==> src/hdl/psram_pkg.sv <==
/*
 * Shared constants for the quad-SPI PSRAM controller.
 * Command codes follow the common APS6404-style PSRAM command set.
 */
package psram_pkg;

    // PSRAM byte address width, 16 MiB
    localparam int ADDR_W_DEF = 24;

    // Wait cycles between address and first read nibble
    localparam int DUMMY_DEF = 6;

    // Sent serially on dout[0] right after reset
    localparam logic [7:0] CMD_ENTER_QUAD = 8'h35;

    // Quad fast read and quad write
    localparam logic [7:0] CMD_QUAD_READ  = 8'hEB;
    localparam logic [7:0] CMD_QUAD_WRITE = 8'h38;

    // Number of bytes moved by one transfer
    typedef enum logic [1:0] {
        SIZE_BYTE = 2'd0,
        SIZE_HALF = 2'd1,
        SIZE_WORD = 2'd2
    } xfer_size_e;

endpackage

==> src/hdl/psram_if.sv <==
/*
 * Request channel between the bus front end and the QSPI engine,
 * and the pad bundle of the init sequencer.
 */
interface psram_req_if #(
    parameter int ADDR_W = psram_pkg::ADDR_W_DEF
);
    import psram_pkg::*;

    logic              req_valid;
    logic              we;
    logic [ADDR_W-1:0] addr;
    xfer_size_e        size;
    // First byte on the wire sits in bits 7:0
    logic [31:0]       wdata;
    logic              done;
    logic [31:0]       rdata;

    modport master (
        output req_valid, we, addr, size, wdata,
        input  done, rdata
    );

    modport slave (
        input  req_valid, we, addr, size, wdata,
        output done, rdata
    );
endinterface

interface qspi_pins_if;
    logic       sck;
    logic       ce_n;
    logic [3:0] dout;
    logic       oe;

    modport driver (
        output sck, ce_n, dout, oe
    );

    modport monitor (
        input  sck, ce_n, dout, oe
    );
endinterface

==> src/hdl/psram_ctrl_top.sv <==
/*
 * Wishbone classic to quad-SPI PSRAM bridge, 16 MiB device.
 * Pads are plain ports, tristate buffers live outside this block.
 */
module psram_ctrl_top #(
    parameter int ADDR_W       = psram_pkg::ADDR_W_DEF,
    parameter int DUMMY_CYCLES = psram_pkg::DUMMY_DEF
) (
    input  logic        clk_i,
    input  logic        rst_i,
    input  logic [31:0] adr_i,
    input  logic [31:0] dat_i,
    output logic [31:0] dat_o,
    input  logic [3:0]  sel_i,
    input  logic        cyc_i,
    input  logic        stb_i,
    output logic        ack_o,
    input  logic        we_i,
    output logic        sck_o,
    output logic        ce_n_o,
    input  logic [3:0]  din_i,
    output logic [3:0]  dout_o,
    output logic [3:0]  douten_o
);

    logic init_active;
    logic init_done;

    psram_req_if #(.ADDR_W(ADDR_W)) u_req_if ();
    qspi_pins_if u_pins_if ();

    psram_wb_decode #(
        .ADDR_W (ADDR_W)
    ) u_decode (
        .clk_i        (clk_i),
        .rst_i        (rst_i),
        .adr_i        (adr_i),
        .dat_i        (dat_i),
        .sel_i        (sel_i),
        .cyc_i        (cyc_i),
        .stb_i        (stb_i),
        .we_i         (we_i),
        .dat_o        (dat_o),
        .ack_o        (ack_o),
        .init_start_o (init_active),
        .init_done_i  (init_done),
        .req          (u_req_if.master)
    );

    psram_init_seq u_init (
        .clk_i   (clk_i),
        .rst_i   (rst_i),
        .start_i (init_active),
        .done_o  (init_done),
        .pins    (u_pins_if.driver)
    );

    psram_qspi_engine #(
        .ADDR_W       (ADDR_W),
        .DUMMY_CYCLES (DUMMY_CYCLES)
    ) u_engine (
        .clk_i         (clk_i),
        .rst_i         (rst_i),
        .req           (u_req_if.slave),
        .init_pins     (u_pins_if.monitor),
        .init_active_i (init_active),
        .sck_o         (sck_o),
        .ce_n_o        (ce_n_o),
        .dout_o        (dout_o),
        .douten_o      (douten_o),
        .din_i         (din_i)
    );

endmodule

==> src/hdl/psram_init_seq.sv <==
/*
 * Sends the enter-quad command once after reset, single-bit SPI on dout[0].
 * done_o stays high until the next reset.
 */
module psram_init_seq (
    input  logic clk_i,
    input  logic rst_i,
    input  logic start_i,
    output logic done_o,
    qspi_pins_if.driver pins
);
    import psram_pkg::*;

    typedef enum logic [1:0] {
        S_IDLE,
        S_SEND,
        S_DONE
    } state_t;

    state_t     state;
    logic       sck_q;
    logic       ce_n_q;
    logic       oe_q;
    logic [2:0] bit_cnt;
    logic [7:0] cmd_sr;

    always_ff @(posedge clk_i or posedge rst_i) begin
        if (rst_i) begin
            state   <= S_IDLE;
            sck_q   <= 1'b0;
            ce_n_q  <= 1'b1;
            oe_q    <= 1'b0;
            bit_cnt <= 3'd0;
            cmd_sr  <= 8'h00;
        end else begin
            case (state)
                S_IDLE: begin
                    if (start_i) begin
                        state   <= S_SEND;
                        ce_n_q  <= 1'b0;
                        oe_q    <= 1'b1;
                        bit_cnt <= 3'd0;
                        cmd_sr  <= CMD_ENTER_QUAD;
                    end
                end
                S_SEND: begin
                    // Bit is set up while SCK is low, PSRAM samples on the rise
                    if (!sck_q) begin
                        sck_q <= 1'b1;
                    end else begin
                        sck_q  <= 1'b0;
                        cmd_sr <= {cmd_sr[6:0], 1'b0};
                        if (bit_cnt == 3'd7) begin
                            state  <= S_DONE;
                            ce_n_q <= 1'b1;
                            oe_q   <= 1'b0;
                        end else begin
                            bit_cnt <= bit_cnt + 3'd1;
                        end
                    end
                end
                default: ;
            endcase
        end
    end

    assign pins.sck  = sck_q;
    assign pins.ce_n = ce_n_q;
    assign pins.dout = {3'b000, cmd_sr[7]};
    assign pins.oe   = oe_q;
    assign done_o    = (state == S_DONE);

endmodule

==> src/hdl/psram_qspi_engine.sv <==
/*
 * Quad-SPI transfer engine, SCK runs at clk_i/2 with no divider.
 * 24-bit address phase always; no page-boundary split, no tCEM limit.
 */
module psram_qspi_engine #(
    parameter int ADDR_W       = psram_pkg::ADDR_W_DEF,
    parameter int DUMMY_CYCLES = psram_pkg::DUMMY_DEF
) (
    input  logic       clk_i,
    input  logic       rst_i,
    psram_req_if.slave req,
    qspi_pins_if.monitor init_pins,
    input  logic       init_active_i,
    output logic       sck_o,
    output logic       ce_n_o,
    output logic [3:0] dout_o,
    output logic [3:0] douten_o,
    input  logic [3:0] din_i
);
    import psram_pkg::*;

    // A read takes 2 command, 6 address, dummy and 8 data SCK periods
    localparam int HDR_SLOTS  = 8;
    localparam int DATA_START = HDR_SLOTS + DUMMY_CYCLES;
    localparam int RD_SLOTS   = DATA_START + 8;
    localparam int CNT_W      = $clog2(RD_SLOTS);

    logic             busy;
    logic             sck_q;
    logic             ce_n_q;
    logic             done_q;
    logic             is_wr;
    logic [CNT_W-1:0] cnt;
    logic [CNT_W-1:0] last;
    logic             accept;
    logic             drive_en;
    logic             rd_data_phase;
    logic [23:0]      addr24;
    logic [7:0]       cmd;
    logic [63:0]      tx_sr;
    logic [31:0]      rx_sr;

    assign accept = ~busy & req.req_valid;
    assign addr24 = 24'(req.addr);
    assign cmd    = req.we ? CMD_QUAD_WRITE : CMD_QUAD_READ;

    // Outputs are enabled for command, address and write data
    assign drive_en      = busy & (is_wr | (cnt < HDR_SLOTS));
    assign rd_data_phase = busy & ~is_wr & (cnt >= DATA_START);

    always_ff @(posedge clk_i or posedge rst_i) begin
        if (rst_i) begin
            busy   <= 1'b0;
            sck_q  <= 1'b0;
            ce_n_q <= 1'b1;
            done_q <= 1'b0;
            is_wr  <= 1'b0;
            cnt    <= '0;
            last   <= '0;
        end else begin
            done_q <= 1'b0;
            if (accept) begin
                busy   <= 1'b1;
                ce_n_q <= 1'b0;
                sck_q  <= 1'b0;
                is_wr  <= req.we;
                cnt    <= '0;
                if (!req.we) begin
                    last <= CNT_W'(RD_SLOTS - 1);
                end else begin
                    // Two nibbles per byte after the header
                    case (req.size)
                        SIZE_BYTE: last <= CNT_W'(HDR_SLOTS + 1);
                        SIZE_HALF: last <= CNT_W'(HDR_SLOTS + 3);
                        default:   last <= CNT_W'(HDR_SLOTS + 7);
                    endcase
                end
            end else if (busy) begin
                if (!sck_q) begin
                    sck_q <= 1'b1;
                end else begin
                    sck_q <= 1'b0;
                    if (cnt == last) begin
                        busy   <= 1'b0;
                        ce_n_q <= 1'b1;
                        done_q <= 1'b1;
                    end else begin
                        cnt <= cnt + 1'b1;
                    end
                end
            end
        end
    end

    // Wire order is the high nibble of each byte first
    always_ff @(posedge clk_i) begin
        if (accept) begin
            tx_sr <= {cmd, addr24, req.wdata[7:0], req.wdata[15:8],
                      req.wdata[23:16], req.wdata[31:24]};
        end else if (busy && sck_q) begin
            tx_sr <= {tx_sr[59:0], 4'h0};
        end

        // Sampled on the clk edge that raises SCK
        if (rd_data_phase && !sck_q)
            rx_sr <= {rx_sr[27:0], din_i};
    end

    // First received byte lands in bits 7:0
    assign req.rdata = {rx_sr[7:0], rx_sr[15:8], rx_sr[23:16], rx_sr[31:24]};
    assign req.done  = done_q;

    // Init sequencer owns the pads until it is done
    assign sck_o    = init_active_i ? init_pins.sck      : sck_q;
    assign ce_n_o   = init_active_i ? init_pins.ce_n     : ce_n_q;
    assign dout_o   = init_active_i ? init_pins.dout     : (drive_en ? tx_sr[63:60] : 4'h0);
    assign douten_o = init_active_i ? {4{init_pins.oe}}  : {4{drive_en}};

    // Engine stays idle while the init sequencer drives the pads
    a_idle_in_init: assert property (@(posedge clk_i) disable iff (rst_i)
        init_active_i |-> !busy);

    // Front end must wait for done before the next request
    a_no_req_busy: assert property (@(posedge clk_i) disable iff (rst_i)
        req.req_valid |-> !busy);

endmodule

==> src/hdl/psram_wb_decode.sv <==
/*
 * Wishbone classic slave front end. No bursts, no err/rty, one access at a time.
 * Bus is held off until the PSRAM init sequence has completed.
 */
module psram_wb_decode #(
    parameter int ADDR_W = psram_pkg::ADDR_W_DEF
) (
    input  logic        clk_i,
    input  logic        rst_i,
    input  logic [31:0] adr_i,
    input  logic [31:0] dat_i,
    input  logic [3:0]  sel_i,
    input  logic        cyc_i,
    input  logic        stb_i,
    input  logic        we_i,
    output logic [31:0] dat_o,
    output logic        ack_o,
    output logic        init_start_o,
    input  logic        init_done_i,
    psram_req_if.master req
);
    import psram_pkg::*;

    typedef enum logic [1:0] {
        ST_INIT,
        ST_IDLE,
        ST_WAIT
    } state_t;

    state_t     state;
    logic       wb_valid;
    logic [1:0] lane_off;
    xfer_size_e size_d;
    logic [31:0] wdata_d;

    assign wb_valid = cyc_i & stb_i;

    // Any sel_i other than one lane or an aligned half-word is a full word
    always_comb begin
        lane_off = 2'd0;
        size_d   = SIZE_WORD;
        wdata_d  = dat_i;
        if (we_i) begin
            case (sel_i)
                4'b0001: begin
                    size_d  = SIZE_BYTE;
                    wdata_d = {24'h0, dat_i[7:0]};
                end
                4'b0010: begin
                    size_d   = SIZE_BYTE;
                    lane_off = 2'd1;
                    wdata_d  = {24'h0, dat_i[15:8]};
                end
                4'b0100: begin
                    size_d   = SIZE_BYTE;
                    lane_off = 2'd2;
                    wdata_d  = {24'h0, dat_i[23:16]};
                end
                4'b1000: begin
                    size_d   = SIZE_BYTE;
                    lane_off = 2'd3;
                    wdata_d  = {24'h0, dat_i[31:24]};
                end
                4'b0011: begin
                    size_d  = SIZE_HALF;
                    wdata_d = {16'h0, dat_i[15:0]};
                end
                4'b1100: begin
                    size_d   = SIZE_HALF;
                    lane_off = 2'd2;
                    wdata_d  = {16'h0, dat_i[31:16]};
                end
                default: begin
                    size_d = SIZE_WORD;
                end
            endcase
        end
    end

    // req_valid pulses for one cycle on leaving IDLE
    always_ff @(posedge clk_i or posedge rst_i) begin
        if (rst_i) begin
            state         <= ST_INIT;
            req.req_valid <= 1'b0;
        end else begin
            req.req_valid <= 1'b0;
            case (state)
                ST_INIT: begin
                    if (init_done_i)
                        state <= ST_IDLE;
                end
                ST_IDLE: begin
                    if (wb_valid) begin
                        state         <= ST_WAIT;
                        req.req_valid <= 1'b1;
                    end
                end
                ST_WAIT: begin
                    if (req.done)
                        state <= ST_IDLE;
                end
                default: state <= ST_IDLE;
            endcase
        end
    end

    // Request payload is captured with the strobe
    always_ff @(posedge clk_i) begin
        if (state == ST_IDLE && wb_valid) begin
            req.we    <= we_i;
            req.addr  <= {adr_i[ADDR_W-1:2], lane_off};
            req.size  <= size_d;
            req.wdata <= wdata_d;
        end
    end

    assign init_start_o = (state == ST_INIT);
    assign ack_o        = (state == ST_WAIT) & req.done;
    assign dat_o        = req.rdata;

    // Master must keep the strobe up until the engine finishes
    a_ack_in_cycle: assert property (@(posedge clk_i) disable iff (rst_i)
        ack_o |-> (cyc_i && stb_i));

    // No request may reach the engine before the PSRAM is in quad mode
    a_req_after_init: assert property (@(posedge clk_i) disable iff (rst_i)
        req.req_valid |-> init_done_i);

endmodule

==> config.mk <==
export PLATFORM = sky130hd
export DESIGN_NAME = psram_ctrl_top
export DESIGN_NICKNAME = d
export VERILOG_FILES = /design/src/hdl/psram_pkg.sv /design/src/hdl/psram_if.sv /design/src/hdl/psram_ctrl_top.sv /design/src/hdl/psram_init_seq.sv /design/src/hdl/psram_qspi_engine.sv /design/src/hdl/psram_wb_decode.sv
export SDC_FILE = /design/constraint.sdc
export NUM_CORES = 1
export LEC_CHECK = 0
export BUFFER_PORTS_ARGS = -buffer_cell sky130_fd_sc_hd__buf_2
export CAP_MARGIN = 20
export CORE_MARGIN = 5
export CORE_UTILIZATION = 37
export CTS_CLUSTER_SIZE = 40
export DETAILED_ROUTE_END_ITERATION = 10
export SYNTH_ARGS = -nofsm -noshare
export SYNTH_HDL_FRONTEND = slang
export SYNTH_HIERARCHICAL = 1
export SYNTH_SLANG_ARGS = --single-unit
==> constraint.sdc <==
create_clock -name clk_i -period 5 [get_ports clk_i]
set_input_delay 0.25 -clock clk_i [delete_from_list [all_inputs] [get_ports clk_i]]
set_output_delay 0.25 -clock clk_i [all_outputs]
set_load 0.05 [all_outputs]
# Yosys cells after proc, flatten, opt, wreduce, memory -nomap -nowiden
# Cells that the tools add are included.
# totals
regBits,189
latchBits,0
ramBits,0
romBits,0
input_bits,77
output_inout_bits,43
n_memories,0
# classes
addsub,2
mul,0
div,0
magnitude_cmp,2
n_eq_ne,21
shifts,0
muxes,59
n_bitwise,9
reduce_logical,21
# op_table
operator,n
32-bit one-hot mux with 6 select lines,1
64-bit two-way mux,2
32-bit two-way mux,1
1-bit two-way mux,26
5-bit two-way mux,5
8-bit two-way mux,3
8-bit one-hot mux with 2 select lines,1
2-bit two-way mux,6
4-bit two-way mux,3
2-bit by 1-bit != test with 1-bit output (second input constant),6
2-bit one-hot mux with 3 select lines,2
3-bit one-hot mux with 2 select lines,2
3-bit AND reduction,4
2-bit nonzero test,5
3-bit two-way mux,3
4-bit by 2-bit equality test with 1-bit output (second input constant),2
4-bit equality test (second input constant),2
2-bit one-hot mux with 2 select lines,2
4-bit AND reduction,2
1-bit bitwise AND,6
2-bit by 1-bit equality test with 1-bit output (second input constant),3
2-bit zero test,3
5-bit by 1-bit adder with 5-bit output (second input constant),1
5-bit equality test,1
15 further kinds,22

# Logic depth before layout (Yosys ltp)
# Gate-level depths: netlist of run 1.
# logic_depth
ltp_word,5
depth_mapped,6
depth_no_buf,5

# Cells and area by module
# Netlist of run 1, hierarchy kept.
# modules_own_cells
module,n_inst,cells_each,area_per_inst_um2
psram_qspi_engine,1,369,4499.3
psram_wb_decode,1,183,2778.9
psram_init_seq,1,66,740.7

# Worst setup path before layout of run 1
# No wires, ideal clock.
# synth_path
path_type,reg-to-reg
from,register u_engine.cnt[2]
to,"register u_engine.rx_sr[0], enable pin"
setup_time_ns,0.513
t_arrival_ns,3.884
path_slack_ns,0.603
stages_incl_launch_ff,3
n_path_buf,0
cell_sequence,dfrtp_1 -> a31oi_1 -> nor4b_1
# synth_between
elab_chain_cells,3
# synth_rtl
element,line,rtl
from (decl),psram_qspi_engine.sv:33,logic [CNT_W-1:0] cnt;
from (signal assigned),psram_qspi_engine.sv:88,cnt <= cnt + 1'b1;
5-bit by 4-bit greater-or-equal comparator with 1-bit output,psram_qspi_engine.sv:49,assign rd_data_phase = busy & ~is_wr & (cnt >= DATA_START);
1-bit bitwise AND,psram_qspi_engine.sv:49,
1-bit logical AND,psram_qspi_engine.sv:105,if (rd_data_phase && !sck_q)
to (signal assigned),psram_qspi_engine.sv:106,"rx_sr <= {rx_sr[27:0], din_i};"
to (decl),psram_qspi_engine.sv:41,logic [31:0] rx_sr;
# No other way between the ends.
# A chain may end at the register's enable or synchronous reset.

# Final worst setup path of run 1
# layout_path
from,register u_decode.state[1]
to,output dout_o[1]
# layout_between
elab_chain_cells,2
# layout_rtl
element,line,rtl
from (decl),psram_wb_decode.sv:30,state_t state;
from (signal assigned),psram_wb_decode.sv:83,state <= ST_INIT;
from (signal assigned),psram_wb_decode.sv:90,state <= ST_IDLE;
from (signal assigned),psram_wb_decode.sv:94,state <= ST_WAIT;
2-bit zero test,psram_wb_decode.sv:117,assign init_start_o = (state == ST_INIT);
via init_active,psram_ctrl_top.sv:26,logic init_active;
4-bit two-way mux,psram_qspi_engine.sv:116,assign dout_o = init_active_i ? init_pins.dout : (drive_en ? tx_sr[63:60] : 4'h0);
to (decl),psram_ctrl_top.sv:22,"output logic [3:0] dout_o,"
# The timed path passes the listed nets, and every way through them passes these cells.

==> metrics.log, run 1 <==
INFO  metric clk_root_buffer_cell = sky130_fd_sc_hd__clkbuf_16
INFO  metric fillCellCount = a little under 2000
INFO  metric detailedRoute.firstPassIterationCount = 5
INFO  metric critical_path.startpoint_type = flip-flop
INFO  metric cap_viol_max_count = 0
INFO  metric detail-route-antenna-nets = 0
INFO  metric fmaxAchievable = ~400 MHz
INFO  metric cts.clk_slew.worst_paths = around 0.070 ns
INFO  metric detail_route.drc_violations = 0
INFO  metric hp-class = in -> reg
INFO  metric cts_resized = 0
INFO  metric cts_buffer_depth = 2
INFO  metric drtIter0Drc = roughly 280
INFO  metric hpwlAfterDp = between 10000 and 15000 microns
INFO  metric clock-sinks = around 190
INFO  metric netlist_area_pre_place = about 0.0080 sq mm
INFO  metric routed_wire_length_per_instance = 15.1 microns
INFO  metric gp_routability_congestion = ~0.9
INFO  metric sequence_of_cells_on_the_critical_path = nor2_1 -> and3b_1 -> a22o_1 -> buf_2
INFO  metric h-tree-depth = 4
INFO  metric endpoint_kind = output port
INFO  metric worstPathRequired = 4.75 ns
INFO  metric pin_count = 120
INFO  metric pin_count_of_the_biggest_net_entering_global_routing = between 70 and 80
INFO  metric hold_viol = 0
INFO  metric synth_enable_flop_cells = around 160
INFO  metric drv_slew = 0
INFO  metric cp.arrival = roughly 2.2 ns
INFO  metric die_width = roughly 160 microns
INFO  metric placement.io_buffers = approximately 110
INFO  metric cp_slowest_cell = sky130_fd_sc_hd__nor2_1
INFO  metric timing.setup.critical_path_class = reg -> out
INFO  metric multiInputGateArea = 0.00210 sq mm
INFO  metric final_nets = roughly 790
INFO  metric die-area = around 0.025 sq mm
INFO  metric initial_utilization = 37.9%
INFO  metric via_per_inst = 4.80
INFO  metric final_common_cell = sky130_fd_sc_hd__nand2_1
INFO  metric ys_warn_count = 6
INFO  metric synth_ff_type = sky130_fd_sc_hd__edfxtp_1
INFO  metric numCtsBuffers = 17
INFO  metric whs = 0.0464 ns
INFO  metric worst_path_largest_cell_delay = roughly 0.60 ns
INFO  metric synthCells = approximately 620
INFO  metric post_cts_setup_inserts = 0
INFO  metric finalCriticalPeriod = ~2.4 ns
INFO  metric final.period_utilization = approximately half
INFO  metric placedInstanceArea = between 0.008 and 0.009 sq mm
INFO  metric run_status = complete, no violations
INFO  metric detail_route.wirelength = 15100 microns
INFO  metric grt_pass1_vias = between 5000 and 6000
INFO  metric p_leak = roughly 3.7 nW
INFO  metric count_of_distinct_cell_types_in_the_synthesized_netlist = slightly above 60
INFO  metric synth-async-reset-ratio = 17.1%
INFO  metric power.density = just under 600 mW/mm^2
INFO  metric critical_path_peak_fanout = 13
INFO  metric slew_headroom = 42.2%
INFO  metric number_of_antenna_violations_at_the_first_check_in_global_routing = 0
INFO  metric synth_sequential_area_ratio = between 60% and 70%
INFO  metric rsz0062_at_grt = no
INFO  metric setup_viol = 0
INFO  metric tritoncts = built
INFO  metric fraction_of_layout_instances_using_a_drive_strength_above_1 = approximately a quarter
INFO  metric overflow = 0
INFO  metric area.sequential = 0.00546 sq mm
INFO  metric grt_first_pass_wirelength = about 25000 microns
INFO  metric timing.setup.tns = 0 ns
INFO  metric die_height = about 160 microns
INFO  metric worst_pin_slew = 0.867 ns
INFO  metric final.setup_skew = around 0.0087 ns
INFO  metric gr_usage_total = between 10% and 20%
INFO  metric peak_supply_drop = approximately 320 uV
INFO  metric area_growth_syn_to_layout = 16.2%
INFO  metric clock_latency = 0.43 ns
INFO  metric n_antenna_cell = 0
INFO  metric core-area = roughly 0.021 sq mm
INFO  metric ys_seq_elements = around 190
INFO  metric total_via_count_in_the_routed_design = between 4000 and 5000
INFO  metric fp-row-count = 53
INFO  metric final_cell_mix = 175 x sky130_fd_sc_hd__nand2_1, 155 x sky130_fd_sc_hd__edfxtp_1, 109 x sky130_fd_sc_hd__buf_2, 30 x sky130_fd_sc_hd__dfrtp_1, 29 x sky130_fd_sc_hd__a22o_1
INFO  metric avgSynthCellArea = around 13 sq um
INFO  metric design_area = 0.00932 sq mm
worst paths after layout:
kind	to	from	slack, ns	cells past startpoint
worst max register to register	u_engine/cnt[3]	u_engine/busy	3.13	5
min in group asynchronous	u_decode/req.req_valid	rst_i	0.25	3
worst min register to register	u_engine/rx_sr[16]	u_engine/rx_sr[12]	0.45	0
worst max-delay path	dout_o[1]	u_decode/state[1]	2.57	4
worst min-delay path	u_decode/req.addr[15]	adr_i[15]	0.05	1
max in group asynchronous	u_init/pins.ce_n	rst_i	4.18	3
flip-flops by register name (all words and copies together), names as in the netlist, 3 cells and up:
register / cells
u_engine/cnt: 5
u_init/cmd_sr: 8
u_engine/last: 5
u_decode/req.addr: 24
u_decode/req.wdata: 32
u_engine/rx_sr: 32
u_init/bit_cnt: 3
u_engine/tx_sr: 64
worst max-delay path: cells and delay by family, from the launching register on:
family / cells / cell delay [ns]
flip-flops: 1 / 0.41
buffers and inverters: 1 / 0.21
AO/OA/AOI/OAI: 1 / 0.21
AND/OR/NAND/NOR: 2 / 0.92
metrics by stage:
step | cells | util (%) | total power, W | worst slack, ns
2_1_floorplan | 620 | - | 0.00384 | 0.603
3_3_place_gp | 943 | 40.2 | 0.00408 | 3.02
3_5_place_dp | 943 | 40.2 | 0.00415 | 3.00
4_1_cts | 1000 | 44.1 | 0.00545 | 2.53
5_1_grt | 1000 | 44.1 | 0.00571 | 2.37
6_report | 1000 | 44.1 | 0.00538 | 2.57
where the power goes:
part           internal (W)  leakage (nW)  switching (W)  total [W]
combinational      0.000527          1.64       0.000982    0.00151
clock              0.000655         0.271       0.000613    0.00127
sequential          0.00234          1.83       0.000259    0.00260
cell families after synthesis:
| logic type | count (synthesis) | share of synthesized area, % |
|---|---|---|
| simple gates | 253 | 14.9 |
| xor+xnor | 8 | 1.25 |
| other cells | 1 | 0.0468 |
| buf+inv | 74 | 6.09 |
| fa+ha+maj | 3 | 0.468 |
| compound gates | 85 | 8.18 |
| flops | 187 | 68.1 |
| mux | 7 | 0.983 |
repair_timing:
action	CTS	global route
endpoints found under the hold margin	54	0
hold buffers	25	0
endpoints found under the setup margin	0	0
routing by layer:
metal,global-route usage (%),wire (microns),vias to the layer above
li1,-,-,2339
met3,3.71,859,24
met4,5.24,293,0
met2,20.5,7190,128
met5,0,0,-
met1,15.8,6740,2309
synthesized netlist by cell type, types with 4 or more instances:
cell | count | area share, %
sky130_fd_sc_hd__a21oi_1 | 4 | 0.25
sky130_fd_sc_hd__inv_1 | 7 | 0.33
sky130_fd_sc_hd__buf_4 | 40 | 3.7
sky130_fd_sc_hd__nand2b_1 | 6 | 0.47
sky130_fd_sc_hd__nor2b_1 | 7 | 0.55
sky130_fd_sc_hd__a22o_1 | 29 | 3.2
sky130_fd_sc_hd__edfxtp_1 | 155 | 58
sky130_fd_sc_hd__o21ai_0 | 6 | 0.37
sky130_fd_sc_hd__dfrtp_1 | 30 | 9.4
sky130_fd_sc_hd__o2bb2ai_1 | 8 | 0.87
sky130_fd_sc_hd__buf_2 | 12 | 0.75
sky130_fd_sc_hd__buf_6 | 6 | 0.84
sky130_fd_sc_hd__nand2_1 | 176 | 8.2
sky130_fd_sc_hd__nor2_1 | 12 | 0.56
sky130_fd_sc_hd__xnor2_2 | 4 | 0.81
sky130_fd_sc_hd__o21ai_1 | 8 | 0.50
sky130_fd_sc_hd__a31oi_1 | 4 | 0.31
sky130_fd_sc_hd__and2_1 | 24 | 1.9
sky130_fd_sc_hd__clkbuf_1 | 8 | 0.37
sky130_fd_sc_hd__a22oi_1 | 5 | 0.47
area by class of cell:
type                            count  area share [%]
Clock inverter                     14            1.34
Multi-Input combinational cell    359            22.5
Sequential cell                   187            58.6
Timing Repair Buffer              139            8.94
Clock buffer                       18            4.61
Tap cell                          275            3.69
Inverter                            8           0.322
Power figures use the tool's default switching activity.
==> run 2, diff against run 1 <==
==> constraint.sdc (replaced) <==
create_clock -name clk_i -period 2 [get_ports clk_i]
set_input_delay 0.1 -clock clk_i [delete_from_list [all_inputs] [get_ports clk_i]]
set_output_delay 0.1 -clock clk_i [all_outputs]
set_load 0.05 [all_outputs]
==> run 2 against run 1 <==
Non-clock buffer count up 34. First-iteration DRC count up 32%. Count of clock-buffer cells in the layout up 4. Critical endpoint is now douten_o[2]. Highest routed layer unchanged.
==> metrics.log, run 2 (same netlist as run 1, synthesis figures left out) <==
INFO  metric run_status = complete, no violations
INFO  metric final_core_utilization = 46.3% (+2.2 points)
INFO  metric n_antenna_cell = 0 (unchanged)
INFO  metric slew_headroom = 61.4% (+19 points)
INFO  metric detail-route-antenna-nets = 0 (unchanged)
INFO  metric gp_routability_congestion = 0.917 (+2.1%)
INFO  metric hp-class = in -> reg
INFO  metric multiInputGateArea = 0.00212 sq mm (+0.95%)
INFO  metric initial_utilization = 37.9% (unchanged)
INFO  metric critical_path_peak_fanout = 8 (-5)
INFO  metric pin_count = 120 (unchanged)
INFO  metric finalCriticalPeriod = approximately 1.9 ns
INFO  metric cts_buffer_depth = 2 (unchanged)
INFO  metric worst_path_largest_cell_delay = 0.42 ns (-0.18 ns)
INFO  metric cap_viol_max_count = 0 (unchanged)
INFO  metric peak_supply_drop = 742 uV (+130%)
INFO  metric fmaxAchievable = roughly 530 MHz
INFO  metric overflow = 0 (unchanged)
INFO  metric routed_wire_length_per_instance = 14.7 microns (-2.9%)
INFO  metric place.detailed.instances = 949 (+0.64%)
INFO  metric via_per_inst = 4.77 (-0.57%)
INFO  metric whs = 0.0210 ns (-0.0254 ns)
INFO  metric final.period_utilization = 94.1%
INFO  metric pin_count_of_the_biggest_net_entering_global_routing = 74 (unchanged)
INFO  metric die-area = 0.0247 sq mm (unchanged)
INFO  metric grt_first_pass_wirelength = 24600 microns (-0.34%)
INFO  metric critical_path.startpoint_type = flip-flop
INFO  metric detail_route.wirelength = 15100 microns (+0.43%)
INFO  metric cp.arrival = 1.78 ns (-0.40 ns)
INFO  metric min_path_cells = 2 (+1)
INFO  metric final_nets = 826 (+4.3%)
INFO  metric fillCellCount = 1938 (-0.46%)
INFO  metric cts.clk_slew.worst_paths = 0.07 ns (about the same)
INFO  metric worst-r2r-cell-count = 5 (unchanged)
INFO  metric numCtsBuffers = 17 (unchanged)
INFO  metric worst_r2r_startpoint = u_init/bit_cnt[0]
INFO  metric gr_usage_total = 12.5% (-0.11 points)
INFO  metric top_registers = u_engine/tx_sr x64, u_decode/req.wdata x32, u_engine/rx_sr x32
INFO  metric fp-row-count = 53 (unchanged)
INFO  metric gr-usage-met1 = 15.7% (-0.15 points)
INFO  metric endpoint_kind = output port
INFO  metric final_cell_count_no_fill = 1034 (+3.4%)
INFO  metric top_register = u_engine/tx_sr
INFO  metric tritoncts = built
INFO  metric core-area = 0.0212 sq mm (unchanged)
INFO  metric clk_root_buffer_cell = sky130_fd_sc_hd__clkbuf_16
INFO  metric largest_register_ffs = 64 (unchanged)
INFO  metric power.density = 1420 mW/mm^2 (+150%)
INFO  metric sequence_of_cells_on_the_critical_path = nor2_1 -> buf_6 -> and3b_1 -> a21o_1 -> buf_2
INFO  metric setup_viol = 0 (unchanged)
INFO  metric timing.setup.critical_path_class = reg -> out
INFO  metric rsz0062_at_grt = yes
INFO  metric clock-sinks = 187 (unchanged)
INFO  metric drv_slew = 0 (unchanged)
INFO  metric grt_pass1_vias = 5039 (+0.76%)
INFO  metric final_common_cell = sky130_fd_sc_hd__nand2_1
INFO  metric clock_latency = 0.42 ns (about the same)
INFO  metric die_width = 157 microns (unchanged)
INFO  metric worstPathRequired = 1.90 ns (-2.85 ns)
INFO  metric drtIter0Drc = 376 (+32%)
INFO  metric h-tree-depth = 4 (unchanged)
INFO  metric hp-start = dat_i[24]
INFO  metric fraction_of_layout_instances_using_a_drive_strength_above_1 = 24.5% (+0.23 points)
INFO  metric area.sequential = 0.00546 sq mm (unchanged)
INFO  metric area_growth_syn_to_layout = 22.0%
INFO  metric final.setup_skew = 0.0131 ns (+0.00444 ns)
INFO  metric p_leak = 3.94 nW (+5.4%)
INFO  metric worst_pin_slew = 0.579 ns (-0.288 ns)
INFO  metric number_of_antenna_violations_at_the_first_check_in_global_routing = 0 (unchanged)
INFO  metric detailedRoute.firstPassIterationCount = 5 (unchanged)
INFO  metric cp_slowest_cell = sky130_fd_sc_hd__dfrtp_1
INFO  metric final_cell_mix = 175 x sky130_fd_sc_hd__nand2_1, 155 x sky130_fd_sc_hd__edfxtp_1, 106 x sky130_fd_sc_hd__buf_2, 50 x sky130_fd_sc_hd__dlygate4sd3_1, 30 x sky130_fd_sc_hd__dfrtp_1
INFO  metric total_via_count_in_the_routed_design = 4935 (+2.8%)
INFO  metric hold_viol = 0 (unchanged)
INFO  metric hpwlAfterDp = 10400 microns (+3.2%)
INFO  metric use_met3 = 2.86% (-0.85 points)
INFO  metric placement.io_buffers = 109 (unchanged)
INFO  metric detail_route.drc_violations = 0 (unchanged)
INFO  metric die_height = 157 microns (unchanged)
INFO  metric gr-max-usage-layer = met2
INFO  metric crit_start = u_decode/state[1]
INFO  metric gr-usage-met2 = 20.8% (+0.37 points)
-- run 2: worst paths after layout --
| kind | end | slack (ns) |
|---|---|---|
| min | u_decode/req.wdata[24] | 0.02 |
| max in group asynchronous | u_init/pins.sck | 1.31 |
| min reg2reg | u_engine/rx_sr[13] | 0.44 |
| max reg2reg | u_init/bit_cnt[0] | 0.37 |
| max | douten_o[2] | 0.12 |
| min in group asynchronous | u_decode/state[0] | 0.12 |
-- run 2: area by class of cell --
cell class | instances | share of cell area [%]
Sequential cell | 187 | 55.8
Multi-Input combinational cell | 359 | 21.7
Timing Repair Buffer | 173 | 12.6
Clock buffer | 22 | 5.29
Tap cell | 275 | 3.52
Clock inverter | 10 | 0.780
Inverter | 8 | 0.345
-- run 2: what timing repair did --
item / 4_1_cts / 5_1_grt
resized for setup: 0 / 5
endpoints found under the hold margin: 79 / 0
endpoints found under the setup margin: 0 / 8
buffers inserted: 0 / 3
hold buffers: 50 / 0
-- run 2: metal layers --
metal / vias to the layer above / part of all wire (%)
met1: 2365 / 43
met5: - / 0
met2: 138 / 50
met4: 0 / 2.2
li1: 2406 / -
met3: 26 / 4.9
-- run 2: through the flow --
step,setup slack [ns],area (sq um),power [W],setup TNS [ns]
2_1_floorplan,-0.0980,8060,0.00959,-3.14
3_3_place_gp,0.404,8660,0.0104,0
3_5_place_dp,0.370,8660,0.0106,0
4_1_cts,0.0535,9750,0.0139,0
5_1_grt,-0.0135,9790,0.0147,-0.0265
6_report,0.118,9790,0.0139,0
-- run 2: power breakdown --
part	switching, W	internal, W	total, W
combinational	0.00253	0.00158	0.00411
sequential	0.000663	0.00583	0.00650
clock	0.00140	0.00186	0.00326
-- run 2: worst max-delay path: cells and delay by family (launching register included) --
kind	cells	cell delay [ns]
DFF	1	0.42
and+or+nand+nor	2	0.38
buffers and inverters	2	0.37
AOI/OAI and AO/OA	1	0.20
